**config.mk**
```make
export PLATFORM = sky130hd
export DESIGN_NAME = mem_arbiter_flat
export DESIGN_NICKNAME = d
export VERILOG_FILES = /design/src/common/sysmem_pkg.sv /design/src/common/mem_req_if.sv /design/src/sysmem/mem_arbiter.sv /design/src/flat_wrapper.sv
export VERILOG_INCLUDE_DIRS = /design/src /design/src/common
export SDC_FILE = /design/constraint.sdc
export NUM_CORES = 1
export LEC_CHECK = 0
export BUFFER_PORTS_ARGS = -buffer_cell sky130_fd_sc_hd__buf_2
export CORE_AREA = 4 4 93 95
export DETAILED_ROUTE_END_ITERATION = 7
export DIE_AREA = 0 0 97 99
export HOLD_SLACK_MARGIN = 0.06
export PLACE_DENSITY = 0.59
export SLEW_MARGIN = 15
export SYNTH_ARGS = -nofsm -noshare
export SYNTH_HDL_FRONTEND = slang
export SYNTH_SLANG_ARGS = --single-unit
```
**constraint.sdc**
```tcl
create_clock -name clk_8388 -period 2.7 [get_ports clk_8388]
set_clock_uncertainty 0.15 [all_clocks]
set_input_delay 0 -clock clk_8388 [delete_from_list [all_inputs] [get_ports clk_8388]]
set_output_delay 0 -clock clk_8388 [all_outputs]
set_load 0.005 [all_outputs]
```
**src/common/frame_sys_consts.svh**
```systemverilog
`ifndef FRAME_SYS_CONSTS_SVH
`define FRAME_SYS_CONSTS_SVH

// ========================================
// system memory geometry
// ========================================
`define SYS_ADDR_W 10 // word address bits, 1k words
`define SYS_DATA_W 32 // one bus word
`define SYS_MASK_W 4  // one enable per byte

// ========================================
// frame buffer and panel keys
// ========================================
`define FRAME_BASE 'h200     // first word of the frame
`define FRAME_WORDS 16       // two rgb565 pixels per word
`define FETCH_DEPTH 4        // stored plus in-flight words
`define DEBOUNCE_CYCLES 16   // stable cycles before a level is taken

`endif

```
**src/common/sysmem_pkg.sv**
```systemverilog
`include "frame_sys_consts.svh"

package sysmem_pkg;

  // memory bus fields shared by every requester and the ram
  typedef logic [`SYS_ADDR_W-1:0] sys_addr_t; // word address
  typedef logic [`SYS_DATA_W-1:0] sys_data_t; // read or write word
  typedef logic [`SYS_MASK_W-1:0] sys_mask_t; // byte write enables

endpackage

```
**src/common/mem_req_if.sv**
```systemverilog
`timescale 1ns/10ps

interface mem_req_if
  import sysmem_pkg::*;
();

  logic      req_valid; // request present
  logic      req_ready; // arbiter takes it this cycle
  sys_addr_t req_addr;  // word address
  logic      req_write; // 1 write, 0 read
  sys_data_t req_wdata;
  sys_mask_t req_wmask;
  logic      rsp_valid; // read data, one cycle after transfer
  sys_data_t rsp_rdata;

  modport requester (
    output req_valid, req_addr, req_write, req_wdata, req_wmask,
    input  req_ready, rsp_valid, rsp_rdata
  );

  modport arbiter (
    input  req_valid, req_addr, req_write, req_wdata, req_wmask,
    output req_ready, rsp_valid, rsp_rdata
  );

  // ram side, always ready so no req_ready here
  modport target (
    input  req_valid, req_addr, req_write, req_wdata, req_wmask,
    output rsp_valid, rsp_rdata
  );

endinterface

```
**src/sysmem/mem_arbiter.sv**
```systemverilog
`timescale 1ns/10ps

module mem_arbiter (
  input logic          clk_8388,
  input logic          fpga_rst_n,
  mem_req_if.arbiter   cpu, // processor bus port
  mem_req_if.arbiter   vid, // video read engine
  mem_req_if.requester ram  // single word ram that is always ready
);

  logic grant_cpu;
  logic grant_vid;
  logic last_vid_q;  // video held the last grant
  logic owner_vid_q; // response in flight belongs to video

  // ========================================
  // round-robin pick, combinational
  // ========================================
  always_comb begin
    grant_vid = vid.req_valid && (!cpu.req_valid || !last_vid_q); // alternate on conflict
    grant_cpu = cpu.req_valid && !grant_vid;
  end

  assign cpu.req_ready = ~grant_vid; // lost only to a video grant
  assign vid.req_ready = ~grant_cpu;

  // steer the winner to the ram
  assign ram.req_valid = cpu.req_valid | vid.req_valid;
  assign ram.req_addr  = grant_vid ? vid.req_addr  : cpu.req_addr;
  assign ram.req_write = grant_vid ? vid.req_write : cpu.req_write;
  assign ram.req_wdata = grant_vid ? vid.req_wdata : cpu.req_wdata;
  assign ram.req_wmask = grant_vid ? vid.req_wmask : cpu.req_wmask;

  // ========================================
  // response routing
  // ========================================
  assign cpu.rsp_valid = ram.rsp_valid & ~owner_vid_q;
  assign vid.rsp_valid = ram.rsp_valid &  owner_vid_q;
  assign cpu.rsp_rdata = ram.rsp_rdata; // data fanned out while valid picks the peer
  assign vid.rsp_rdata = ram.rsp_rdata;

  always_ff @(posedge clk_8388 or negedge fpga_rst_n) begin
    if (!fpga_rst_n) begin
      last_vid_q  <= 1'b0; // video wins the first conflict
      owner_vid_q <= 1'b0;
    end else begin
      owner_vid_q <= grant_vid;   // ram answers exactly one cycle later
      if (ram.req_valid) begin
        last_vid_q <= grant_vid;
      end
    end
  end

endmodule

```
**src/flat_wrapper.sv**
```systemverilog
// flat-port wrapper written by rule: the top's interface ports become plain ports
module mem_arbiter_flat 
  (clk_8388, fpga_rst_n, cpu_req_valid, cpu_req_addr, cpu_req_write, cpu_req_wdata, cpu_req_wmask, cpu_req_ready, cpu_rsp_valid, cpu_rsp_rdata, vid_req_valid, vid_req_addr, vid_req_write, vid_req_wdata, vid_req_wmask, vid_req_ready, vid_rsp_valid, vid_rsp_rdata, ram_req_valid, ram_req_addr, ram_req_write, ram_req_wdata, ram_req_wmask, ram_req_ready, ram_rsp_valid, ram_rsp_rdata);
  mem_req_if cpu_i ();
  mem_req_if vid_i ();
  mem_req_if ram_i ();
  input logic clk_8388;
  input logic fpga_rst_n;
  input wire logic [$bits(cpu_i.req_valid)-1:0] cpu_req_valid;
  input wire logic [$bits(cpu_i.req_addr)-1:0] cpu_req_addr;
  input wire logic [$bits(cpu_i.req_write)-1:0] cpu_req_write;
  input wire logic [$bits(cpu_i.req_wdata)-1:0] cpu_req_wdata;
  input wire logic [$bits(cpu_i.req_wmask)-1:0] cpu_req_wmask;
  output wire logic [$bits(cpu_i.req_ready)-1:0] cpu_req_ready;
  output wire logic [$bits(cpu_i.rsp_valid)-1:0] cpu_rsp_valid;
  output wire logic [$bits(cpu_i.rsp_rdata)-1:0] cpu_rsp_rdata;
  input wire logic [$bits(vid_i.req_valid)-1:0] vid_req_valid;
  input wire logic [$bits(vid_i.req_addr)-1:0] vid_req_addr;
  input wire logic [$bits(vid_i.req_write)-1:0] vid_req_write;
  input wire logic [$bits(vid_i.req_wdata)-1:0] vid_req_wdata;
  input wire logic [$bits(vid_i.req_wmask)-1:0] vid_req_wmask;
  output wire logic [$bits(vid_i.req_ready)-1:0] vid_req_ready;
  output wire logic [$bits(vid_i.rsp_valid)-1:0] vid_rsp_valid;
  output wire logic [$bits(vid_i.rsp_rdata)-1:0] vid_rsp_rdata;
  output wire logic [$bits(ram_i.req_valid)-1:0] ram_req_valid;
  output wire logic [$bits(ram_i.req_addr)-1:0] ram_req_addr;
  output wire logic [$bits(ram_i.req_write)-1:0] ram_req_write;
  output wire logic [$bits(ram_i.req_wdata)-1:0] ram_req_wdata;
  output wire logic [$bits(ram_i.req_wmask)-1:0] ram_req_wmask;
  input wire logic [$bits(ram_i.req_ready)-1:0] ram_req_ready;
  input wire logic [$bits(ram_i.rsp_valid)-1:0] ram_rsp_valid;
  input wire logic [$bits(ram_i.rsp_rdata)-1:0] ram_rsp_rdata;
  assign cpu_i.req_valid = cpu_req_valid;
  assign cpu_i.req_addr = cpu_req_addr;
  assign cpu_i.req_write = cpu_req_write;
  assign cpu_i.req_wdata = cpu_req_wdata;
  assign cpu_i.req_wmask = cpu_req_wmask;
  assign cpu_req_ready = cpu_i.req_ready;
  assign cpu_rsp_valid = cpu_i.rsp_valid;
  assign cpu_rsp_rdata = cpu_i.rsp_rdata;
  assign vid_i.req_valid = vid_req_valid;
  assign vid_i.req_addr = vid_req_addr;
  assign vid_i.req_write = vid_req_write;
  assign vid_i.req_wdata = vid_req_wdata;
  assign vid_i.req_wmask = vid_req_wmask;
  assign vid_req_ready = vid_i.req_ready;
  assign vid_rsp_valid = vid_i.rsp_valid;
  assign vid_rsp_rdata = vid_i.rsp_rdata;
  assign ram_req_valid = ram_i.req_valid;
  assign ram_req_addr = ram_i.req_addr;
  assign ram_req_write = ram_i.req_write;
  assign ram_req_wdata = ram_i.req_wdata;
  assign ram_req_wmask = ram_i.req_wmask;
  assign ram_i.req_ready = ram_req_ready;
  assign ram_i.rsp_valid = ram_rsp_valid;
  assign ram_i.rsp_rdata = ram_rsp_rdata;
  mem_arbiter u_core (.clk_8388(clk_8388), .fpga_rst_n(fpga_rst_n), .cpu(cpu_i), .vid(vid_i), .ram(ram_i));
endmodule
```
# ---- After elaboration in Yosys (flattened, before gate mapping)
# Cells that the tools add are included.
dict set report word_totals {
  regBits 2
  inputBits 132
  out_inout_bits 116
  wordCells 18
}
dict set report classes {
  muxes 4
  n_bitwise 6
  n_reduce_logical 6
}
# op n
set op_table {}
lappend op_table {{2-to-1 mux 32 bit} 1}
lappend op_table {{2-to-1 mux 10 bit} 1}
lappend op_table {{2-to-1 mux 4 bit} 1}
lappend op_table {{logical NOT 1 bit} 3}
lappend op_table {{inverter 1 bit} 3}
lappend op_table {{bitwise AND 1 bit} 2}
lappend op_table {{logical AND 1 bit} 2}
lappend op_table {{logical OR 1 bit} 1}
lappend op_table {{2-to-1 mux 1 bit} 1}
lappend op_table {{bitwise OR 1 bit} 1}

# ---- Depth between registers and ports, before layout
dict set report depth {
  ltp_word 6
  depth_mapped 4
}

# ---- Worst setup path after synthesis
# OpenSTA, ideal clock, no wires.
dict set report synth_timing {
  kind {flip-flop to output port}
  start {register u_core.last_vid_q}
  end {output ram_req_wdata[21]}
  arrival_time_ns 1.196
  path_slack_ns 1.354
  path_stages_with_launch 5
  n_path_buf 2
  cell_sequence {dfrtp_1 > a21boi_4 > buf_6 > buf_12 > mux2_4}
}
dict set report synth_via {
  elab_chain_len 4
}
# element line
set synth_lines {}
lappend synth_lines {{start: declaration} mem_arbiter.sv:13} ;# logic last_vid_q;
lappend synth_lines {{start signal: assignment} mem_arbiter.sv:49} ;# last_vid_q <= grant_vid;
lappend synth_lines {{logical NOT 1 bit} mem_arbiter.sv:20} ;# grant_vid = vid.req_valid && (!cpu.req_valid || !last_vid_q);
lappend synth_lines {{logical OR 1 bit} mem_arbiter.sv:20}
lappend synth_lines {{logical AND 1 bit} mem_arbiter.sv:20}
lappend synth_lines {{2-to-1 mux 32 bit} mem_arbiter.sv:31} ;# assign ram.req_wdata = grant_vid ? vid.req_wdata : cpu.req_wdata;
lappend synth_lines {{end: declaration} flat_wrapper.sv:28} ;# output wire logic [$bits(ram_i.req_wdata)-1:0] ram_req_wdata;
# Every way passes these cells.

# ---- Final worst setup path
dict set report layout_timing {
  start {input cpu_req_valid}
  end {output ram_req_addr[9]}
}
dict set report layout_via {
  elab_chain_len 4
}
# element line
set layout_lines {}
lappend layout_lines {{start: declaration} flat_wrapper.sv:9} ;# input wire logic [$bits(cpu_i.req_valid)-1:0] cpu_req_valid;
lappend layout_lines {{logical NOT 1 bit} mem_arbiter.sv:20}
lappend layout_lines {{logical OR 1 bit} mem_arbiter.sv:20}
lappend layout_lines {{logical AND 1 bit} mem_arbiter.sv:20}
lappend layout_lines {{2-to-1 mux 10 bit} mem_arbiter.sv:29} ;# assign ram.req_addr = grant_vid ? vid.req_addr : cpu.req_addr;
lappend layout_lines {{end: declaration} flat_wrapper.sv:26} ;# output wire logic [$bits(ram_i.req_addr)-1:0] ram_req_addr;
# Every way passes these cells.

==> results.cfg <==
[timing]
final.hold.worst_slack_ps = 136
rsz0062_at_grt = no
maxSlewViolCount = 0
fin_setup_tns_ps = 0
worst-slew-pin-transition_ps = 631
slew_headroom = 0.580
fin_crit_ps = 2070
timing.final.hold_violations = 0
final-setup-viol-count = 0
final_clock_period_utilization_by_the_worst_path = 0.765
achievable-frequency_ghz = 0.484

[global_route]
first_global_vias = 1428
globalRouteOverflowTotal = 0
number_of_antenna_violations_at_the_first_check_in_global_routing = 0
grt_usage = 0.0857
grt_start_max_net_pins = 50
grt_pass1_wl_um = 6850

[final_layout]
final_cells = 350
layout_commonest_cell = sky130_fd_sc_hd__buf_2
diodes = 0
multi_input_comb_area_um2 = 618
layout.cells.most_common_list = sky130_fd_sc_hd__buf_2, sky130_fd_sc_hd__mux2_2, sky130_fd_sc_hd__dlygate4sd3_1, sky130_fd_sc_hd__mux2_4, sky130_fd_sc_hd__clkbuf_8
syn_to_final_growth_pct = 62.3
fraction_of_layout_instances_using_a_drive_strength_above_1 = 0.819
finish.net_count = 382
fill_cell_total_of_the_finished_layout = 835
sequential_cell_area_um2 = 50.0

[worst_setup_path]
timing.critical_path.mode_cell = sky130_fd_sc_hd__buf_2
cp.arrival_ps = 1920
worstSetupEndpointType = output pin
worst_ep_required_time_ps = 2550
r2r-start = u_core.last_vid_q
max_stage_delay_ps = 530
critical_path.startpoint_type = primary input
timing.rr.end = u_core.owner_vid_q
worst_path_dominant_cell_family = buffers and inverters
path_buf_inv = 4
cpMaxStageDelayCell = sky130_fd_sc_hd__dlygate4sd3_1
r2r_slack_ps = 1280
worst-setup-path-type = in2out
crit_fanout = 49
rr_worst_depth = 2
path_cells = dlygate4sd3_1, buf_2, a21boi_4, buf_4, mux2_2, buf_2

[worst_hold_path]
hold_depth = 3
min_to = vid_rsp_valid
source_of_the_worst_hold_timing_path = ram_rsp_valid
hold_path.class = in2out

[cts]
cts-root-buf = sky130_fd_sc_hd__clkbuf_8
cts.repair.resized = 0
cts_post_setup_buffers_inserted = 0
tritoncts = built
cts_num_sinks = 2
htreeDepth = 1
cts-buffers-inserted = 3
clockBufferDepth = 2
clk_latency_ps = 210

[place]
detailed_place_hpwl_um = 3750
placedCellCount = 311
port_buffers = 150
gp_congestion = 0.721

[power_and_ir_drop]
p_leak_uw = 0.00104
intPower_uw = 340
power_frac_clock = 0.237
switching_part_of_the_total = 0.304
power.sequential.fraction = 0.078
comb_power_share = 0.685
max-vdd-ir-drop_v = 0.000220
cellPowerDensity_mw_per_mm2 = 249
switching_power_uw = 148

[yosys]
netlist-cell-type-count = 14
postSynthRegisterBits = 2
mappedNetlistNets = 259
post_synthesis_cell_area_mm2 = 0.00121
syn-instance-count = 127
post_synth.cell_area_avg_um2 = 9.53
ys_seq_area_frac = 0.0414
yosysWarningCount = 0

[floorplan]
die-area_mm2 = 0.00960
die_h_um = 99
num_io_pins = 248
row_count = 32
die_width_um = 97
core_region_area_mm2 = 0.00773
start_util = 0.157

[detailed_routing]
avgViaCountPerCell = 3.71
drt-pass1-iter-count = 4
drt-initial-drc-count = 4
drc_errors = 0
wl_per_cell_um = 13.2
antenna_left = 0
finalWirelength_um = 4620
vias = 1299

[run_status]
run_status = finished clean

[run]
cap_violations = 0
## how the worst max path moves through the flow
stage | startpoint | endpoint | slack (ps) | cells past startpoint
final | cpu_req_valid | ram_req_addr[9] | 630 | 6
after global routing | u_core.last_vid_q | ram_req_addr[9] | 550 | 4
after CTS | u_core.last_vid_q | ram_req_addr[9] | 590 | 4
after detailed placement | u_core.last_vid_q | ram_req_addr[9] | 810 | 4
after global placement | u_core.last_vid_q | ram_req_addr[9] | 880 | 4
after floorplan | u_core.last_vid_q | ram_req_wdata[21] | 1350 | 4
## routing by layer
layer | GRT usage | wire length [um]
met3 | 0.0488 | 820
met2 | 0.173 | 2480
met4 | 0.0140 | 12
met5 | 0 | 0
met1 | 0.0733 | 1310
## cells by family (layout without fill, tap and decap cells)
logic type             Yosys count  count (layout)  share of synthesized area
buffers and inverters           71             192                      0.448
multiplexers                    47              47                      0.468
AND/OR/NAND/NOR                  4               4                     0.0186
AO/OA/AOI/OAI                    3               3                     0.0238
flip-flops                       2               2                     0.0414
## stage by stage
step | power, uW | setup slack (ps) | area (um2) | utilization
final | 489 | 634 | 1960 | 0.254
after CTS | 502 | 589 | 1960 | 0.254
after global placement | 315 | 881 | 1560 | 0.202
after global routing | 534 | 553 | 1960 | 0.254
after detailed placement | 319 | 814 | 1560 | 0.202
after floorplan | 256 | 1350 | 1210 | -
## Yosys cell counts
master,instances,area [um2]
sky130_fd_sc_hd__buf_4,67,503
sky130_fd_sc_hd__mux2_2,37,417
sky130_fd_sc_hd__mux2_4,10,150
sky130_fd_sc_hd__dfrtp_1,2,50.1
sky130_fd_sc_hd__inv_1,2,7.51
sky130_fd_sc_hd__a21boi_4,1,18.8
sky130_fd_sc_hd__a21oi_1,1,5.00
sky130_fd_sc_hd__and2_1,1,6.26
sky130_fd_sc_hd__buf_12,1,20.0
sky130_fd_sc_hd__buf_6,1,11.3
sky130_fd_sc_hd__nor2_1,1,3.75
sky130_fd_sc_hd__nor2b_1,1,6.26
sky130_fd_sc_hd__o21ai_0,1,5.00
sky130_fd_sc_hd__or2_2,1,6.26
## power groups by stage
stage	registers (uW)	clock network (uW)	logic, uW
2_1_floorplan	37.3	0	219
3_3_place_gp	38.3	0	276
3_5_place_dp	38.7	0	280
4_1_cts	38.4	120	343
5_1_grt	39.0	127	368
6_report	38.2	116	335
## sequential cells by signal, indices dropped and copies added, names as in the netlist
signal / count
u_core.last_vid_q: 1
u_core.owner_vid_q: 1
## final cells by class
type / count / share of cell area
clock buffer: 3 / 0.0210
inverter: 2 / 0.00382
multi-input combinational: 54 / 0.315
sequential: 2 / 0.0255
tap: 102 / 0.0650
timing repair buffer: 187 / 0.570
## worst reg2reg max path: cells and delay by family (launching register included)
kind	cells	cell delay [ps]
AOI/OAI and AO/OA	1	160
buffers and inverters	1	510
DFF	1	420
## what timing repair did
action / CTS / global route
hold endpoints to repair: 67 / 0
hold buffers: 36 / 0
endpoints found under the setup margin: 0 / 0
No activity file was read; power rests on OpenSTA's default activity.
