File: src/common/frame_sys_consts.svh
`ifndef FRAME_SYS_CONSTS_SVH
`define FRAME_SYS_CONSTS_SVH

// ========================================
// system memory geometry
// ========================================
`define SYS_ADDR_W 10 // word address bits, 1k words
`define SYS_DATA_W 32 // one bus word
`define SYS_MASK_W 4  // one enable per byte

// ========================================
// frame buffer and panel keys
// ========================================
`define FRAME_BASE 'h200     // first word of the frame
`define FRAME_WORDS 16       // two rgb565 pixels per word
`define FETCH_DEPTH 4        // stored plus in-flight words
`define DEBOUNCE_CYCLES 16   // stable cycles before a level is taken

`endif

File: src/verilog/key_debounce.sv
`timescale 1ns/10ps
`include "frame_sys_consts.svh"

module key_debounce #(
  parameter int STABLE_CYCLES = `DEBOUNCE_CYCLES
) (
  input  logic clk_8388,
  input  logic fpga_rst_n,
  input  logic i_button, // async pin, active low
  output logic o_press   // pulse on accepted 1 to 0
);

  localparam int CNT_W = $clog2(STABLE_CYCLES + 1);

  typedef enum logic {KEY_RELEASED, KEY_PRESSED} key_state_t;

  key_state_t       state_q;    // accepted level
  logic [1:0]       sync_q;     // two-flop synchronizer
  logic [CNT_W-1:0] stable_cnt; // cycles the input has differed
  logic             differ;
  logic             settle;

  assign differ = sync_q[1] != (state_q == KEY_RELEASED); // released means level 1
  assign settle = differ && (stable_cnt == CNT_W'(STABLE_CYCLES - 1));

  always_ff @(posedge clk_8388 or negedge fpga_rst_n) begin
    if (!fpga_rst_n) begin
      sync_q     <= 2'b11;        // button idles high
      state_q    <= KEY_RELEASED;
      stable_cnt <= '0;
      o_press    <= 1'b0;
    end else begin
      sync_q  <= {sync_q[0], i_button};
      o_press <= settle && (state_q == KEY_RELEASED); // only the press edge
      if (!differ || settle) begin
        stable_cnt <= '0;                             // bounce restarts the count
      end else begin
        stable_cnt <= stable_cnt + 1'b1;
      end
      if (settle) begin
        state_q <= (state_q == KEY_RELEASED) ? KEY_PRESSED : KEY_RELEASED;
      end
    end
  end

endmodule

File: src/verilog/panel_ctrl.sv
`timescale 1ns/10ps

module panel_ctrl (
  input  logic clk_8388,
  input  logic fpga_rst_n,
  input  logic i_key2,      // raw button, low when pressed
  input  logic i_key3,
  output logic o_lcd_rst,   // toggled by key2
  output logic o_stream_en  // toggled by key3
);

  logic key2_press; // one-cycle pulse per accepted press
  logic key3_press;

  key_debounce u_key2 (
    .clk_8388   (clk_8388),
    .fpga_rst_n (fpga_rst_n),
    .i_button   (i_key2),
    .o_press    (key2_press)
  );

  key_debounce u_key3 (
    .clk_8388   (clk_8388),
    .fpga_rst_n (fpga_rst_n),
    .i_button   (i_key3),
    .o_press    (key3_press)
  );

  // key2 wins when both land on the same cycle
  always_ff @(posedge clk_8388 or negedge fpga_rst_n) begin
    if (!fpga_rst_n) begin
      o_lcd_rst   <= 1'b0;                // panel held in reset
      o_stream_en <= 1'b0;                // video engine parked
    end else if (key2_press) begin
      o_lcd_rst   <= ~o_lcd_rst;
    end else if (key3_press) begin
      o_stream_en <= ~o_stream_en;
    end
  end

endmodule

File: config.mk
export PLATFORM = sky130hd
export DESIGN_NAME = panel_ctrl
export DESIGN_NICKNAME = d
export VERILOG_FILES = /design/src/verilog/key_debounce.sv /design/src/verilog/panel_ctrl.sv
export VERILOG_INCLUDE_DIRS = /design/src /design/src/common
export SDC_FILE = /design/constraint.sdc
export NUM_CORES = 1
export LEC_CHECK = 0
export BUFFER_PORTS_ARGS = -buffer_cell sky130_fd_sc_hd__buf_2
export CAP_MARGIN = 20
export CORE_UTILIZATION = 45
export DETAILED_ROUTE_END_ITERATION = 12
export PLACE_DENSITY = 0.67
export SETUP_SLACK_MARGIN = 0.4
export SKIP_LAST_GASP = 1
export SLEW_MARGIN = 30
export SYNTH_ARGS = -nofsm -noshare
export SYNTH_HDL_FRONTEND = slang
export SYNTH_SLANG_ARGS = --single-unit
File: constraint.sdc
create_clock -name clk_8388 -period 1.5 [get_ports clk_8388]
set_clock_uncertainty 0.1 [all_clocks]
set_input_delay 0.3 -clock clk_8388 [delete_from_list [all_inputs] [get_ports clk_8388]]
set_output_delay 0.3 -clock clk_8388 [all_outputs]
set_load 0.005 [all_outputs]
======== Word level (Yosys, flattened, before mapping) ========
Cells that the tools add are included.
storage, ports and cells
  input bits .............................. 4
  output and inout port bits .............. 2
  register bits ........................... 20
  logic and storage cells ................. 34
operators by class
  eq/ne operators ......................... 4
  bitwise logic cells ..................... 5
  add/sub/neg operators ................... 2
  reductions and logical operators ........ 9
  multiplexer cells ....................... 4
operators by type and width
  kind                                                 number
  adder 5 x 1 -> 5 bit, second input constant          2
  equality test 5 x 4 -> 1 bit, second input constant  2
  two-way mux 5 bit                                    2
  inverter 1 bit                                       5
  logical AND 1 bit                                    4
  zero test 1 bit                                      2
  logical OR 1 bit                                     2
  two-way mux 1 bit                                    2
  inequality test 1 bit                                2
  AND reduction 2 bit                                  1

======== Longest topological paths before layout ========
Gate-level depths: netlist (run 1).
  word-level depth ........................ 5
  gate-level depth with buffers ........... 5
  gate-level depth less buffers ........... 5

======== Cells and area by module ========
From an unflattened synthesis (run 1), not the netlist that was laid out.
unflattened totals
  cells, all modules ...................... 57
  area, all modules ....................... 804.5 µm²
by module, submodules not included
  module        area each (µm²)  seq. area each (µm²)  cells each  times used
  key_debounce  357.8            227.7                 26          2
  panel_ctrl    88.8             50.0                  5           1

======== Worst setup path after synthesis (run 1) ========
OpenSTA, ideal clock, no wires.
  path type ............................... register to register
  from .................................... register u_key3.stable_cnt[0]
  to ...................................... register u_key3.stable_cnt[2]
  setup time .............................. 71 ps
  path slack .............................. 76 ps
  arrival time ............................ 1252 ps
  data required time ...................... 1329 ps
  period minus slack after synthesis ...... 1424 ps
  cell stages (with the launch flop) ...... 6
  path buffers ............................ 0
  cells stage by stage .................... dfrtp_1 -> ha_1 -> and3_1 -> ha_1 -> nand2b_2 -> nor2_1
on the way
  cells in the longest elaborated chain, start to end .. 4
  elaborated cells between the ends (all ways) .. 5
  those cells by class .................... add/sub: 1; eq/ne: 1; mux: 1; reduce/logical: 2
RTL lines
  item                                                                          line                source
  start, declared                                                               key_debounce.sv:19  logic [CNT_W-1:0] stable_cnt;
  start signal, assigned                                                        key_debounce.sv:38  stable_cnt <= stable_cnt + 1'b1;
  parallel branches: the longest is 3 deep, another holds adder 5 x 1 -> 5 bit  n/a
  two-way mux 5 bit *                                                           key_debounce.sv:35  if (!differ || settle) begin
Every way passes the cells marked *.
A chain may end at the register's enable or synchronous reset.

======== Worst setup path after layout (run 1) ========
Ends and elaborated chain as after synthesis.

==> metrics.txt, run 1 <==
outcome finished, final reports clean; Synth async-reset ratio 100.0%; Initial DRT Pass Iterations 1; final setup vio count 0; Max H-tree Level 1; period utilization 91.35%; register area share after synthesis 66.78%; Chip Width 43.02 um; worst-case reg-to-reg path depth 5; clock power share 31.2%; Starting Density 49.11%; Post-Syn Area 757.0 um2; CTS Buf Count 3; Post-Place Cell Area 857.1 um2; Worst Setup SP u_key3.stable_cnt[0]; number of inserted diodes 0; syn_area_per_cell 12.83 um2; Avg Vias per Cell 4.840; met1 wire length 522 um; startpoint types flip-flop; met2 routed WL 545 um; RSZ-0062 raised after global routing true; WP data required 1620 ps; Hold Path Cell Cnt 0; Reg power frac 60.8%; Pwr per Cell Area 939.4 nW/um2; synthesis-to-finish area growth 33.22%; Hold Crit Start u_key2.sync_q[0]; top routing layer in use met4; wire per inst 12.01 um; Data arrival, critical path 1490 ps; met3 wire length 51 um; post-layout power 947.4 uW; worst-margin pin slew 416.6 ps; Layout Nets 87; sum of negative setup slack 0 ps; Setup CP Type flip-flop to flip-flop; Routability Congestion 0.7423; post-DP HPWL 696.2 um; root buf cell clkbuf_4; share of the synthesized area in the top cell type 52.89%; worst vdd ir 0.6161 mV; Final Cell Area 1008 um2; Synth area leader dfrtp_1; clock sinks 20; EDFF count, synth 0; WL final 1129 um; gr usage total 14.57%; max-slew violation count 0; CP endpoint kind flip-flop; Synth top cells by count dfrtp_1 (16), nor2_1 (12), xnor2_1 (5); final hold violation count 0; fraction of power spent switching nets 21.03%; most frequent cell after synthesis dfrtp_1; share of cells above drive strength 1 50.00%; Internal 748.1 uW; FP Rows 14; Placed Cells incl. Taps 80; via count 455; Synthesized Nets 67; Cell variety after synth 13; Critical Path Fanout Max 5; CTS Buffer Depth 2; initial antenna violation count 0; Synth Instances 59; P_leak 0.0004644 uW; crit path time final 1370 ps; port bufs 5; top achievable clock speed 729.8 MHz; Max Cap Viol 0; Logic pwr share 8.1%; ANT nets after route 0; HP Class flip-flop to flip-flop; worst skew pair latency 290 ps; drc violations 0; largest net degree at the start of global routing 21; slew margin rel. 72.22%; main flop type after synthesis dfrtp_1; global route overflow 0; CTS tree done; detailed router's first-iteration violation count 0; vias in the first global route 449; Die Area 1850 um2; Yosys reg bits 20; first-pass GRT wire length 1904 um; yosys warns 0; Finished Layout Cells 94; r2r startpoint u_key3.stable_cnt[0]; switching power 199.3 uW; CORE AREA 1541 um2; Die Y-Extent 43.02 um; top area cells in the synthesized netlist dfrtp_1 (53%), dfstp_2 (14%), ha_1 (6.6%); clock transition at the registers of the reported paths 100 ps; IO Count 6; Core Util, Final 65.42%
-- what timing repair did --
item,in CTS,in global routing
hold buffers,3,0
pin swaps,7,2
endpoints found under the setup margin,16,16
gates resized for setup,5,6
endpoints found under the hold margin,18,0
buffers inserted,5,2
-- critical path, stage by stage (launching register included) --
cell	delay (ps)
dfrtp_1	390
ha_2	200
and3_4	180
ha_4	160
nand2b_4	170
nor2_1	100
-- layer usage --
metal,GRT usage [%],up-vias
met1,17.90,217
li1,-,228
met3,7.660,2
met4,3.636,0
met5,0,-
met2,22.73,8
-- final timing paths --
path,to,slack (ps)
setup / recovery,u_key3.stable_cnt[2],130
hold / removal,u_key2.sync_q[1],260
setup reg to reg,u_key3.stable_cnt[2],130
hold reg to reg,u_key2.sync_q[1],260
max in group asynchronous,u_key2.sync_q[0],610
min in group asynchronous,u_key2.o_press,360
-- stage by stage --
stage / hold slack, ps / setup WS, ps
5_1_grt: 271.6 / 81.27
3_5_place_dp: 160.3 / 146.3
4_1_cts: 265.6 / 150.5
2_1_floorplan: -95.59 / 211.0
6_report: 262.1 / 129.8
3_3_place_gp: 166.3 / 152.8
-- sequential cells by signal, indices dropped and copies added, names as in the netlist --
| register | count |
|---|---|
| o_stream_en | 1 |
| u_key2.state_q | 1 |
| u_key3.o_press | 1 |
| u_key2.stable_cnt | 5 |
| u_key2.o_press | 1 |
| o_lcd_rst | 1 |
| u_key2.sync_q | 2 |
| u_key3.stable_cnt | 5 |
| u_key3.sync_q | 2 |
| u_key3.state_q | 1 |
-- final cells by class --
class                           instances  area [um2]
Tap cell                               16       20.02
Inverter                                4       15.01
Fill cell                             119       533.0
Multi-Input combinational cell         35       324.1
Sequential cell                        20       505.5
Clock buffer                            4       36.28
Timing Repair Buffer                   15       107.6
-- power groups by stage --
stage | Combinational (uW) | Sequential, uW | Clock (uW)
6_report | 76.6 | 576 | 295
5_1_grt | 84.4 | 578 | 335
4_1_cts | 67.9 | 575 | 308
3_5_place_dp | 49.6 | 586 | 0
3_3_place_gp | 47.9 | 585 | 0
2_1_floorplan | 30.3 | 583 | 0
-- layout by cell type (no fill, tap or decap), drive strengths merged --
cell	synthesis	final
dfrtp	16	16
nor2	12	12
buf	0	12
xnor2	5	5
inv	4	4
dfstp	4	4
clkbuf	0	4
ha	4	4
xor2	3	3
dlygate4sd3	0	3
nand2b	3	3
and3	2	2
nand3	2	2
nor3b	2	2
a21oi	2	2
-- logic make-up after synthesis --
kind of cell             after synthesis  synth area share (%)
adder cells (fa/ha/maj)                4                 6.612
AND/OR/NAND/NOR                       21                 14.05
XOR/XNOR                               8                 9.257
flip-flops                            20                 66.78
AO/OA/AOI/OAI                          2                 1.322
buffers and inverters                  4                 1.983
Note: power is estimated with default switching activity, not from simulation.
==> run 2, diff against run 1 <==
--- a/config.mk
+++ b/config.mk
@@ -6,11 +6,15 @@
 export SDC_FILE = /design/constraint.sdc
 export NUM_CORES = 1
 export LEC_CHECK = 0
+export ABC_AREA = 1
 export BUFFER_PORTS_ARGS = -buffer_cell sky130_fd_sc_hd__buf_2
 export CAP_MARGIN = 20
-export CORE_UTILIZATION = 45
+export CELL_PAD_IN_SITES_DETAIL_PLACEMENT = 1
+export CELL_PAD_IN_SITES_GLOBAL_PLACEMENT = 2
+export CORE_ASPECT_RATIO = 0.75
+export CORE_UTILIZATION = 33
 export DETAILED_ROUTE_END_ITERATION = 12
-export PLACE_DENSITY = 0.67
+export PLACE_DENSITY = 0.73
 export SETUP_SLACK_MARGIN = 0.4
 export SKIP_LAST_GASP = 1
 export SLEW_MARGIN = 30
==> metrics.txt, run 2 <==
EDFF count, synth 0; Synth area leader dfrtp_1; post-DP HPWL 932.4 um; top achievable clock speed 751.0 MHz; Synth Area in Adders 6.250%; yosys warns 0; Max H-tree Level 1; gr usage total 12.69%; share of the synthesized area in the top cell type 50.00%; clock transition at the registers of the reported paths 100 ps; hold slack 261.0 ps; P_leak 0.0004963 uW; worst skew pair latency 290 ps; via count 541; Synth async-reset ratio 100.0%; Die Area 2630 um2; Synth Area in Simple Gates 18.91%; CP endpoint kind flip-flop; Placed Cells incl. Taps 115; crit path time final 1332 ps; final hold violation count 0; Max Cap Viol 0; Synth Area in XOR/XNOR 4.375%; worst vdd ir 0.5738 mV; mux share of post-synthesis cell area 0%; Synth Instances 76; Setup CP Type flip-flop to flip-flop; worst-margin pin slew 434.9 ps; Starting Density 34.97%; Data arrival, critical path 1460 ps; Yosys reg bits 20; first-pass GRT wire length 2352 um; Logic pwr share 9.4%; Initial DRT Pass Iterations 2; outcome finished, final reports clean; Synth Area in Compound Gates 1.250%; clock sinks 20; switching power 199.2 uW; post-layout power 896.6 uW; top area cells in the synthesized netlist dfrtp_1 (50%), dfstp_2 (13%), ha_1 (6.3%); Synth top cells by count dfrtp_1 (16), inv_1 (13), nor2_1 (12); startpoint types flip-flop; CTS Buffer Depth 2; global route overflow 0; main flop type after synthesis dfrtp_1; sum of negative setup slack 0 ps; Post-Syn Area 800.8 um2; worst stage delay on the critical path 400 ps; WL final 1335 um; port bufs 5; ANT nets after route 0; CTS Buf Count 3; commonest non-fill, non-tap cells in the layout dfrtp_1 (16), inv_1 (11), nand2_1 (10), buf_4 (10), nor2_1 (7); fraction of power spent switching nets 22.22%; clock power share 26.3%; period utilization 88.78%; Reg power frac 64.3%; wire per inst 10.19 um; IO Count 6; share of cells above drive strength 1 40.21%; largest net degree at the start of global routing 21; crit-path cells ha_2 -> nand2_2 -> nor2_2 -> ha_2 -> inv_2 -> nand3_4 -> nor2_2; Cell variety after synth 14; Finished Layout Cells 131; register area share after synthesis 63.13%; Layout Nets 107; Avg Vias per Cell 4.130; Critical Path Fanout Max 5; slew margin rel. 71.01%; Largest regs u_key2.stable_cnt: 5 flops, u_key3.stable_cnt: 5 flops; FP Rows 15; Synthesized Nets 84; most common cell after layout, fill and taps aside dfrtp_1; main combinational cell family by area after synthesis simple AND/OR/NAND/NOR gates; initial antenna violation count 0; Core Util, Final 45.68%; number of inserted diodes 0; drc violations 0; HP Class flip-flop to flip-flop; Die Y-Extent 44.66 um; RSZ-0062 raised after global routing true; vias in the first global route 538; CORE AREA 2290 um2; WP data required 1630 ps; final setup vio count 0; Internal 697.4 uW; syn_area_per_cell 10.54 um2; CTS tree done; slowest cell on the critical path dfrtp_1; Pwr per Cell Area 857.2 nW/um2; synthesis-to-finish area growth 30.62%; max-slew violation count 0; root buf cell clkbuf_4; Routability Congestion 0.6714; Chip Width 58.88 um; most frequent cell after synthesis dfrtp_1; detailed router's first-iteration violation count 20
## run 2: power groups by stage
| stage | combinational, uW | sequential [uW] | clock (uW) |
|---|---|---|---|
| after floorplan | 32.4 | 585 | 0 |
| after global placement | 52.9 | 589 | 0 |
| after detailed placement | 52.9 | 591 | 0 |
| after CTS | 81.1 | 576 | 253 |
| after global routing | 94.8 | 580 | 283 |
| final | 84.5 | 577 | 236 |
## run 2: timing repair
item | in CTS | in global routing
endpoints found under the hold margin | 18 | 0
pin swaps | 6 | 5
setup buffers | 7 | 3
gates resized for setup | 3 | 5
hold buffers | 3 | 0
setup endpoints to repair | 16 | 16
## run 2: final timing paths
check	end	cells after the start	start	slack, ps
hold / removal	u_key3.sync_q[1]	0	u_key3.sync_q[0]	260
hold reg to reg	u_key3.sync_q[1]	0	u_key3.sync_q[0]	260
setup reg to reg	u_key3.stable_cnt[0]	7	u_key3.stable_cnt[0]	170
max in group asynchronous	u_key2.sync_q[1]	2	fpga_rst_n	590
min in group asynchronous	u_key3.state_q	2	fpga_rst_n	380
setup / recovery	u_key3.stable_cnt[0]	7	u_key3.stable_cnt[0]	170
## run 2: stage by stage
stage | cell area (um2) | worst slack [ps]
after floorplan | 825.8 | 244.7
after global placement | 893.4 | 122.2
after detailed placement | 893.4 | 99.11
after CTS | 1006 | 164.7
after global routing | 1046 | 77.34
final | 1046 | 168.4
## run 2: area by class of cell
cell class,count,area [um2]
Multi-Input combinational cell,43,296.5
Tap cell,34,42.54
Sequential cell,20,505.5
Fill cell,265,1244
Inverter,13,48.80
Timing Repair Buffer,18,130.1
Clock buffer,3,22.52
## run 2: cell families (layout without fill, tap and decap cells)
| family | count (synthesis) | after routing |
|---|---|---|
| simple gates | 33 | 33 |
| fa+ha+maj | 4 | 4 |
| compound gates | 2 | 2 |
| buf+inv | 13 | 34 |
| xor+xnor | 4 | 4 |
| flops | 20 | 20 |
## run 2: critical path, delay by kind of cell, from the launching register on
kind,cells,cell delay [ps]
buf+inv,1,90
flops,1,400
fa+ha+maj,2,390
simple gates,4,300
## run 2: routing by layer
metal,part of all wire [%],global-route usage [%],up-vias
li1,-,-,274
met1,47,16.76,257
met2,48,18.86,8
met3,4.3,6.140,2
met4,1.0,2.857,0
met5,0,0,-
