## src/common/frame_sys_consts.svh

```systemverilog
`ifndef FRAME_SYS_CONSTS_SVH
`define FRAME_SYS_CONSTS_SVH

// ========================================
// system memory geometry
// ========================================
`define SYS_ADDR_W 10 // word address bits, 1k words
`define SYS_DATA_W 32 // one bus word
`define SYS_MASK_W 4  // one enable per byte

// ========================================
// frame buffer and panel keys
// ========================================
`define FRAME_BASE 'h200     // first word of the frame
`define FRAME_WORDS 16       // two rgb565 pixels per word
`define FETCH_DEPTH 4        // stored plus in-flight words
`define DEBOUNCE_CYCLES 16   // stable cycles before a level is taken

`endif

```

## src/common/sysmem_pkg.sv

```systemverilog
`include "frame_sys_consts.svh"

package sysmem_pkg;

  // memory bus fields shared by every requester and the ram
  typedef logic [`SYS_ADDR_W-1:0] sys_addr_t; // word address
  typedef logic [`SYS_DATA_W-1:0] sys_data_t; // read or write word
  typedef logic [`SYS_MASK_W-1:0] sys_mask_t; // byte write enables

endpackage

```

## src/common/display_pkg.sv

```systemverilog
package display_pkg;

  // pixel as stored in the frame buffer, r5 g6 b5
  typedef logic [15:0] rgb565_t;

  // pixel as sent to the panel, r8 g8 b8
  typedef logic [23:0] rgb888_t;

endpackage

```

## src/common/mem_req_if.sv

```systemverilog
`timescale 1ns/10ps

interface mem_req_if
  import sysmem_pkg::*;
();

  logic      req_valid; // request present
  logic      req_ready; // arbiter takes it this cycle
  sys_addr_t req_addr;  // word address
  logic      req_write; // 1 write, 0 read
  sys_data_t req_wdata;
  sys_mask_t req_wmask;
  logic      rsp_valid; // read data, one cycle after transfer
  sys_data_t rsp_rdata;

  modport requester (
    output req_valid, req_addr, req_write, req_wdata, req_wmask,
    input  req_ready, rsp_valid, rsp_rdata
  );

  modport arbiter (
    input  req_valid, req_addr, req_write, req_wdata, req_wmask,
    output req_ready, rsp_valid, rsp_rdata
  );

  // ram side, always ready so no req_ready here
  modport target (
    input  req_valid, req_addr, req_write, req_wdata, req_wmask,
    output rsp_valid, rsp_rdata
  );

endinterface

```

## src/video/video_fetch.sv

```systemverilog
`timescale 1ns/10ps
`include "frame_sys_consts.svh"

module video_fetch
  import sysmem_pkg::*;
  import display_pkg::*;
#(
  parameter int FRAME_WORDS_P = `FRAME_WORDS
) (
  input  logic         clk_8388,
  input  logic         fpga_rst_n,
  input  logic         i_stream_en, // gates new reads
  mem_req_if.requester mem,
  output logic         o_pix_valid,
  input  logic         i_pix_ready,
  output rgb888_t      o_pix_rgb,
  output logic         o_pix_sof    // first pixel of a frame
);

  localparam int DEPTH = `FETCH_DEPTH;              // power of two
  localparam int PTR_W = $clog2(DEPTH);
  localparam int CNT_W = $clog2(DEPTH + 1);
  localparam int IDX_W = (FRAME_WORDS_P > 1) ? $clog2(FRAME_WORDS_P) : 1;

  typedef enum logic {ST_IDLE, ST_FETCH} fetch_state_t;

  fetch_state_t     state_q;
  logic [IDX_W-1:0] rd_idx_q;   // next word within the frame
  logic [CNT_W-1:0] credit_q;   // stored plus in flight
  logic [CNT_W-1:0] word_cnt_q; // stored only
  logic [PTR_W-1:0] iss_ptr_q;  // slot reserved by the next read
  logic [PTR_W-1:0] wr_ptr_q;   // slot for the next returned word
  logic [PTR_W-1:0] rd_ptr_q;   // word being shown
  logic             half_q;     // 0 low pixel, 1 high pixel
  sys_data_t        word_q [DEPTH];
  logic [DEPTH-1:0] sof_q;      // word came from FRAME_BASE
  logic             issue;
  logic             pop_word;
  rgb565_t          pix565;

  // ========================================
  // read side
  // ========================================
  assign mem.req_valid = (state_q == ST_FETCH) && (credit_q < CNT_W'(DEPTH));
  assign mem.req_addr  = sys_addr_t'(`FRAME_BASE) + sys_addr_t'(rd_idx_q);
  assign mem.req_write = 1'b0;                       // read-only peer
  assign mem.req_wdata = '0;
  assign mem.req_wmask = '0;
  assign issue         = mem.req_valid & mem.req_ready;

  // ========================================
  // pixel side
  // ========================================
  assign o_pix_valid = (word_cnt_q != '0);
  assign pop_word    = o_pix_valid & i_pix_ready & half_q;  // word done after high half
  assign pix565      = half_q ? word_q[rd_ptr_q][31:16] : word_q[rd_ptr_q][15:0];
  assign o_pix_rgb   = {pix565[15:11], 3'b000, pix565[10:5], 2'b00, pix565[4:0], 3'b000};
  assign o_pix_sof   = o_pix_valid & sof_q[rd_ptr_q] & ~half_q;

  always_ff @(posedge clk_8388 or negedge fpga_rst_n) begin
    if (!fpga_rst_n) begin
      state_q    <= ST_IDLE;
      rd_idx_q   <= '0;
      credit_q   <= '0;
      word_cnt_q <= '0;
      iss_ptr_q  <= '0;
      wr_ptr_q   <= '0;
      rd_ptr_q   <= '0;
      half_q     <= 1'b0;
    end else begin
      case (state_q)
        ST_IDLE: begin
          if (i_stream_en) begin
            state_q <= ST_FETCH;
          end
        end
        ST_FETCH: begin
          if (!i_stream_en && !(mem.req_valid && !mem.req_ready)) begin
            state_q <= ST_IDLE;                      // never drop a pending request
          end
        end
        default: state_q <= ST_IDLE;
      endcase
      if (issue) begin
        rd_idx_q <= (rd_idx_q == IDX_W'(FRAME_WORDS_P - 1)) ? '0 : rd_idx_q + 1'b1;
      end else if (state_q == ST_IDLE) begin
        rd_idx_q <= '0;                              // next enable starts a frame
      end
      credit_q   <= credit_q + CNT_W'(issue) - CNT_W'(pop_word);
      word_cnt_q <= word_cnt_q + CNT_W'(mem.rsp_valid) - CNT_W'(pop_word);
      iss_ptr_q  <= iss_ptr_q + PTR_W'(issue);
      wr_ptr_q   <= wr_ptr_q + PTR_W'(mem.rsp_valid);
      rd_ptr_q   <= rd_ptr_q + PTR_W'(pop_word);
      if (o_pix_valid && i_pix_ready) begin
        half_q <= ~half_q;
      end
    end
  end

  // words return in issue order, so the tag slot matches the data slot
  always_ff @(posedge clk_8388) begin
    if (issue) begin
      sof_q[iss_ptr_q] <= (rd_idx_q == '0);
    end
    if (mem.rsp_valid) begin
      word_q[wr_ptr_q] <= mem.rsp_rdata;
    end
  end

endmodule

```

## src/flat_wrapper.sv

```systemverilog
// flat-port wrapper written by rule: the top's interface ports become plain ports
module video_fetch_flat import sysmem_pkg::*; import display_pkg::*;
#(
  parameter int FRAME_WORDS_P = `FRAME_WORDS
)
  (clk_8388, fpga_rst_n, i_stream_en, o_pix_valid, i_pix_ready, o_pix_rgb, o_pix_sof, mem_req_valid, mem_req_addr, mem_req_write, mem_req_wdata, mem_req_wmask, mem_req_ready, mem_rsp_valid, mem_rsp_rdata);
  mem_req_if mem_i ();
  input  logic clk_8388;
  input  logic fpga_rst_n;
  input  logic i_stream_en;
  output logic o_pix_valid;
  input  logic i_pix_ready;
  output rgb888_t o_pix_rgb;
  output logic o_pix_sof;
  output wire logic [$bits(mem_i.req_valid)-1:0] mem_req_valid;
  output wire logic [$bits(mem_i.req_addr)-1:0] mem_req_addr;
  output wire logic [$bits(mem_i.req_write)-1:0] mem_req_write;
  output wire logic [$bits(mem_i.req_wdata)-1:0] mem_req_wdata;
  output wire logic [$bits(mem_i.req_wmask)-1:0] mem_req_wmask;
  input wire logic [$bits(mem_i.req_ready)-1:0] mem_req_ready;
  input wire logic [$bits(mem_i.rsp_valid)-1:0] mem_rsp_valid;
  input wire logic [$bits(mem_i.rsp_rdata)-1:0] mem_rsp_rdata;
  assign mem_req_valid = mem_i.req_valid;
  assign mem_req_addr = mem_i.req_addr;
  assign mem_req_write = mem_i.req_write;
  assign mem_req_wdata = mem_i.req_wdata;
  assign mem_req_wmask = mem_i.req_wmask;
  assign mem_i.req_ready = mem_req_ready;
  assign mem_i.rsp_valid = mem_rsp_valid;
  assign mem_i.rsp_rdata = mem_rsp_rdata;
  video_fetch #(.FRAME_WORDS_P(FRAME_WORDS_P)) u_core (.clk_8388(clk_8388), .fpga_rst_n(fpga_rst_n), .i_stream_en(i_stream_en), .mem(mem_i), .o_pix_valid(o_pix_valid), .i_pix_ready(i_pix_ready), .o_pix_rgb(o_pix_rgb), .o_pix_sof(o_pix_sof));
endmodule
```

## config.mk

```make
export PLATFORM = sky130hd
export DESIGN_NAME = video_fetch_flat
export DESIGN_NICKNAME = d
export VERILOG_FILES = /design/src/common/sysmem_pkg.sv /design/src/common/display_pkg.sv /design/src/common/mem_req_if.sv /design/src/video/video_fetch.sv /design/src/flat_wrapper.sv
export VERILOG_INCLUDE_DIRS = /design/src /design/src/common
export SDC_FILE = /design/constraint.sdc
export NUM_CORES = 1
export LEC_CHECK = 0
export BUFFER_PORTS_ARGS = -buffer_cell sky130_fd_sc_hd__buf_2
export CORE_ASPECT_RATIO = 1.75
export CORE_MARGIN = 2
export CORE_UTILIZATION = 40
export DETAILED_ROUTE_END_ITERATION = 7
export PLACE_DENSITY_LB_ADDON = 0.05
export SLEW_MARGIN = 10
export SYNTH_ARGS = -nofsm -noshare
export SYNTH_HDL_FRONTEND = slang
export SYNTH_SLANG_ARGS = --single-unit
```

## constraint.sdc

```tcl
create_clock -name clk_8388 -period 9.53 [get_ports clk_8388]
set_input_delay 2.3825 -clock clk_8388 [delete_from_list [all_inputs] [get_ports clk_8388]]
set_output_delay 2.3825 -clock clk_8388 [all_outputs]
set_load 0.03 [all_outputs]
```

* Word level (Yosys, flattened, before mapping)
Memory sizes are Yosys's and may differ from the RTL's.
Cells that the tools add are included.
** Operators by class
- $add $sub $neg :: 9
- $mul :: 0
- Divide/modulo/power cells :: 0
- Magnitude comparators :: 4
- Equal/unequal tests :: 2
- Shift-type cells :: 0
- Multiplexer cells :: 14
- Bitwise gates (word level) :: 7
- Reduce and logical (&&, ||, !) cells :: 10
** Operators with widths (count)
- $mux 16 :: 1
- $mux 4 :: 3
- $add 10x4->10 const A :: 1
- $add 2x1->2 :: 3
- $add 3x1->3 :: 2
- $lt 2x3->1 const B :: 2
- $mux 1 :: 6
- $sub 3x1->3 :: 2
- $and 1x1->1 :: 5
- $logic_and 1x1->1 :: 5
- $add 4x1->4 const B :: 1
- $bwmux 4 :: 1
- $eq 4x4->1 const B :: 1
- $logic_not 4->1 :: 1
- $logic_not 1->1 :: 3
- $lt 3x3->1 const B :: 1
- $reduce_bool 3->1 :: 1
- $bmux 1 s2 :: 1
- $demux 1 s2 :: 1
- $ge 2x1->1 const B :: 1
- $ne 2x2->1 const B :: 1
- $not 1->1 :: 2
- $pmux 1 s2 :: 1
** Storage, ports and cells
- Bits in registers :: 22
- Latch bits :: 0
- RAM bits :: 128
- ROM bits :: 0
- Output and inout port bits :: 74
- Memories :: 1
** Memories
- u_core.word_q :: words 4, bits a word 32, read ports 1, clocked after Yosys merged registers in 0, wr ports 1, line video_fetch.sv:35 : sys_data_t word_q [DEPTH];

* Logic depth before layout (Yosys ltp)
- Depth in word-level cells :: 7
- Mapped depth :: 9
- Gate-level depth less buffers :: 8

* Least setup slack after synthesis
No wires, ideal clock.
- Path type :: input to register
- Start point :: input port mem_rsp_valid
- End point :: memory u_core.word_q[0][0] (netlist name) (enable)
- Library setup time :: 0.468 ns
- Arrival time :: 4.753 ns
- Required time :: 9.062 ns
- Setup slack :: 4.310 ns
- Cell stages on the path :: 1
- Cells stage by stage :: nor3b_1
** On the way
- Cells in the longest elaborated chain, start to end :: 2
** Ends and longest elaborated chain
- from (decl) :: line flat_wrapper.sv:21 : input wire logic [$bits(mem_i.rsp_valid)-1:0] mem_rsp_valid;
- $mux 1 :: line video_fetch.sv:105 : if (mem.rsp_valid) begin
- $mux 1 (not written as such) :: line video_fetch.sv:106 : word_q[wr_ptr_q] <= mem.rsp_rdata;
- to (decl) :: line video_fetch.sv:35
No other way between the ends.

* Worst setup path in the final report
- Start point :: register u_core.rd_ptr_q[1]
- End point :: output port o_pix_rgb[3]
** On the way
- Cells in the longest elaborated chain, start to end :: 2
** Ends and longest elaborated chain
- from (decl) :: line video_fetch.sv:33 : logic [PTR_W-1:0] rd_ptr_q;
- from (signal assigned) :: line video_fetch.sv:93 : rd_ptr_q <= rd_ptr_q + PTR_W'(pop_word);
- $mem_v2 4x32
- $mux 16 :: line video_fetch.sv:56 : assign pix565 = half_q ? word_q[rd_ptr_q][31:16] : word_q[rd_ptr_q][15:0];
- to (decl) :: line flat_wrapper.sv:13 : output rgb888_t o_pix_rgb;
No other way between the ends.

==> results.txt <==
The share of the Yosys chip area taken by registers is 0.6949. The clock net sink count is 150. VDD sags by at most between 100 and 150 uV. The headroom to the max-slew limit came out at 0.3044. The final count of hold timing violations is 0. The total setup violations reported at the end of the flow came out at 0. The worst clock skew came out at between 0.01 and 0.015 ns.

The global placement routability congestion is a little under 0.7. The number of fill cells in the layout came out at between 1000 and 1500. The final antenna-violating net count came out at 0. After synthesis the cells add up to between 6000 and 7000 um^2. In this run, placement finished with an instance count of approximately 560. The Yosys step of the flow raised 0 warnings. The worst-case hold path end point is u_core.credit_q[2]. The class of the worst hold path is reg2reg. The kind of end point of the critical path is an output pin. The critical path is of the reg2out type. Row generation in the floorplan step produced between 60 and 70 rows.

The endpoint identified for the worst register-to-register timing path is u_core.credit_q[2]. The area of the core is ~16000 um^2. The worst setup path is launched from a register. The power density relative to cell area is between 300 and 400 nW/um^2. The synthesis-to-finish area growth is 13.83%. Of the total power, registers draw 0.418. The run finished with clean final reports. In the routed design, unresolved DRC markers number 0. The largest net degree at the start of global routing came out at 38. The total congestion overflow after global routing came out at 0. Setup repair after global routing left no endpoint under its margin. The maximum clock path buffer count came out at 2. The reported max-cap violation count is 0. The part of the power in the clock network is 0.278.

The largest fanout on the critical path is 19. The reported net switching power is around 790 uW. Setup total negative slack on the finished layout was measured at 0 ns. After detailed routing, the total wire length is ~11000 um. The net count of the finished layout is 440. The clock reaches the later pin of the worst-skew pair after 0.42 ns. The first detailed-routing pass ran for 4 iterations.

The H-tree was split into 4 levels. The data required time of the critical path came out at 7.15 ns. In this run, CTS created clock tree buffers numbering 17. The proportion of layout cells with a drive suffix above 1 is 0.3170.

The global-route usage over all layers came out at 0.1334. The number of global-route vias before repair is slightly above 3000. The instance count of the mapped netlist is between 300 and 400. The number of different library cells in the post-synthesis netlist came out at 35. The fmax is between 200 and 250 MHz. The transition time at the pin with the least slew margin is approximately 1.0 ns. The initial antenna violation count is 2. The wire length of the first global-routing pass is roughly 17000 um. Hold repair after CTS inserted 0 buffers.

The depth of the most critical reg-to-reg path came out at 7. Counting instances, the worst hold path has a depth of 1. The worst register-to-register path begins at u_core.half_q. The die extent in y is about 170 um.

The clock-pin slew reported for the worst setup and hold paths after clock tree synthesis came out at roughly 0.06 ns. The tree is rooted in a sky130_fd_sc_hd__clkbuf_16. The mean number of vias per cell came out at between 4 and 5. The share of total power dissipated in combinational logic is 0.304. From left edge to right edge, the die measures a little under 100 um. The number of gates resized after cts is 0. The starting density of the core is 0.4040.

Dividing the detail-routed wire length by the instance count gives 18.14 um. TritonCTS built the clock tree. The floorplan step defined a die boundary enclosing 16940 um^2.

The number of buffers added for setup after CTS is 0. The detailed router finished its first iteration with 123 violations. The portion of the clock cycle consumed by the worst path in the final layout came out at 0.5208. The final HPWL from detailed placement came out at slightly below 7000 um.

The synthesized flop and latch total is 150. Data on the critical path arrives at its endpoint at ~2.6 ns. The number of standard cells in the final layout excluding fillers came out at between 500 and 600.

112 I/O pins were placed. The detailed-route via count came out at approximately 2900. The final critical path time including I/O delays and setup is about 5.0 ns. The worst setup slack for register-to-register paths came out at 6.96 ns. In this run the most critical hold path is launched from u_core.credit_q[2]. The mean instance size in the synthesized netlist came out at a little under 20 um^2.

The switching share of power is 0.3418. The max-slew violation total from the final report is 0. The static leakage power is approximately 2.7 nW. The internal power of the cells totals 1.529 mW. The count of buffers from port buffering came out at 60.
-- kinds of logic after synthesis --
family	count (synthesis)	synth area share
buf+inv	69	0.07662
mux	51	0.1615
flops	150	0.6949
fa+ha+maj	8	0.01812
other cells	2	0.001182
xor+xnor	11	0.01517
compound gates	6	0.005713
simple gates	28	0.02679
-- sequential cells by signal, summed over array words and instances, names as in the netlist --
| signal | count |
|---|---|
| u_core.rd_ptr_q | 2 |
| u_core.wr_ptr_q | 2 |
| u_core.rd_idx_q | 4 |
| u_core.half_q | 1 |
| u_core.credit_q | 3 |
| u_core.word_q | 128 |
| u_core.state_q | 1 |
| u_core.word_cnt_q | 3 |
| u_core.sof_q | 4 |
| u_core.iss_ptr_q | 2 |
-- power groups by stage --
stage	Clock, mW	Combinational (mW)	Sequential, mW
6_report	0.646	0.707	0.971
5_1_grt	0.693	0.766	0.989
4_1_cts	0.664	0.728	0.977
3_5_place_dp	0	0.726	0.990
3_3_place_gp	0	0.718	0.989
2_1_floorplan	0	0.615	0.926
-- critical path, stage by stage, from the launching register on --
cell	delay, ns
sky130_fd_sc_hd__dfrtp_2	0.72
sky130_fd_sc_hd__buf_4	0.39
sky130_fd_sc_hd__mux4_1	0.59
sky130_fd_sc_hd__mux2_2	0.28
sky130_fd_sc_hd__buf_2	0.18
-- cells in the final DEF (no fill, tap or decap), types with 3 or more instances in the layout --
master,synthesis,routed
sky130_fd_sc_hd__inv_8,0,6
sky130_fd_sc_hd__dfrtp_1,18,16
sky130_fd_sc_hd__mux2_2,16,16
sky130_fd_sc_hd__nor3b_1,4,3
sky130_fd_sc_hd__conb_1,2,51
sky130_fd_sc_hd__edfxtp_1,132,132
sky130_fd_sc_hd__inv_1,7,7
sky130_fd_sc_hd__ha_1,6,6
sky130_fd_sc_hd__mux4_2,11,11
sky130_fd_sc_hd__buf_2,5,60
sky130_fd_sc_hd__clkbuf_16,0,17
sky130_fd_sc_hd__inv_6,0,7
sky130_fd_sc_hd__nand2_1,5,5
sky130_fd_sc_hd__buf_4,51,3
sky130_fd_sc_hd__mux4_1,22,22
sky130_fd_sc_hd__nor2b_1,4,4
sky130_fd_sc_hd__xnor2_1,9,9
-- per-layer routing --
metal,up-vias,share of wire,GRT usage
met5,-,0.0012,0
met4,2,0.0090,0.04110
met2,80,0.59,0.2506
met3,9,0.046,0.04371
met1,1473,0.36,0.1388
li1,1320,-,-
-- worst max path at each step --
stage                        from                   to  slack, ns
2_1_floorplan       mem_rsp_valid  u_core.word_q[0][0]       4.31
3_3_place_gp   u_core.rd_ptr_q[1]        o_pix_rgb[23]       4.91
3_5_place_dp   u_core.rd_ptr_q[1]         o_pix_rgb[3]       4.92
4_1_cts        u_core.rd_ptr_q[1]         o_pix_rgb[3]       4.47
5_1_grt        u_core.rd_ptr_q[1]         o_pix_rgb[3]       4.41
6_report       u_core.rd_ptr_q[1]         o_pix_rgb[3]       4.57
-- layout make-up --
| cell class | instances | area [um^2] | share of cell area |
|---|---|---|---|
| diodes | 1 | 2.502 | 0.0003461 |
| clock inverters | 15 | 150.1 | 0.02076 |
| repair buffers | 63 | 322.8 | 0.04464 |
| well taps | 189 | 236.5 | 0.03270 |
| multi-input cells | 155 | 1650 | 0.2282 |
| clock buffers | 17 | 425.4 | 0.05883 |
| inverters | 7 | 26.28 | 0.003634 |
| flip-flops and latches | 150 | 4417 | 0.6108 |
-- synthesized netlist by cell type, drive strengths merged --
library cell / number / area share
nor2b: 4 / 0.0039
xnor2: 9 / 0.012
inv: 7 / 0.0041
a21o: 1 / 0.0012
or3: 1 / 0.00099
nor3b: 4 / 0.0047
o211ai: 1 / 0.0012
ha: 6 / 0.012
o21ai: 2 / 0.0016
and2: 1 / 0.00099
dfrtp: 18 / 0.071
and3b: 2 / 0.0028
mux2: 16 / 0.028
buf: 60 / 0.071
nor3: 1 / 0.00079
conb: 2 / 0.0012
mux2i: 2 / 0.0032
nand4: 1 / 0.00099
nand3b: 2 / 0.0024
a21oi: 1 / 0.00079
nand2: 5 / 0.0030
clkbuf: 2 / 0.0012
a31oi: 1 / 0.00099
nand3: 1 / 0.00079
nor2: 2 / 0.0012
or2: 1 / 0.00099
xor2: 2 / 0.0028
edfxtp: 132 / 0.62
fa: 2 / 0.0063
and3: 2 / 0.0020
nand4b: 1 / 0.0014
mux4: 33 / 0.13
-- stage by stage --
step / utilization / total power [mW] / instance area, um^2 / worst slack, ns / hold slack, ns
after floorplan: - / 1.542 / 6536 / 4.310 / 0.4867
after global placement: 0.4231 / 1.706 / 6653 / 4.912 / 0.5127
after detailed placement: 0.4231 / 1.717 / 6653 / 4.917 / 0.5216
after CTS: 0.4597 / 2.369 / 7228 / 4.469 / 0.5369
after global routing: 0.4597 / 2.449 / 7228 / 4.409 / 0.5498
final: 0.4599 / 2.323 / 7231 / 4.566 / 0.5321
Note: power is estimated with default switching activity, not from simulation.
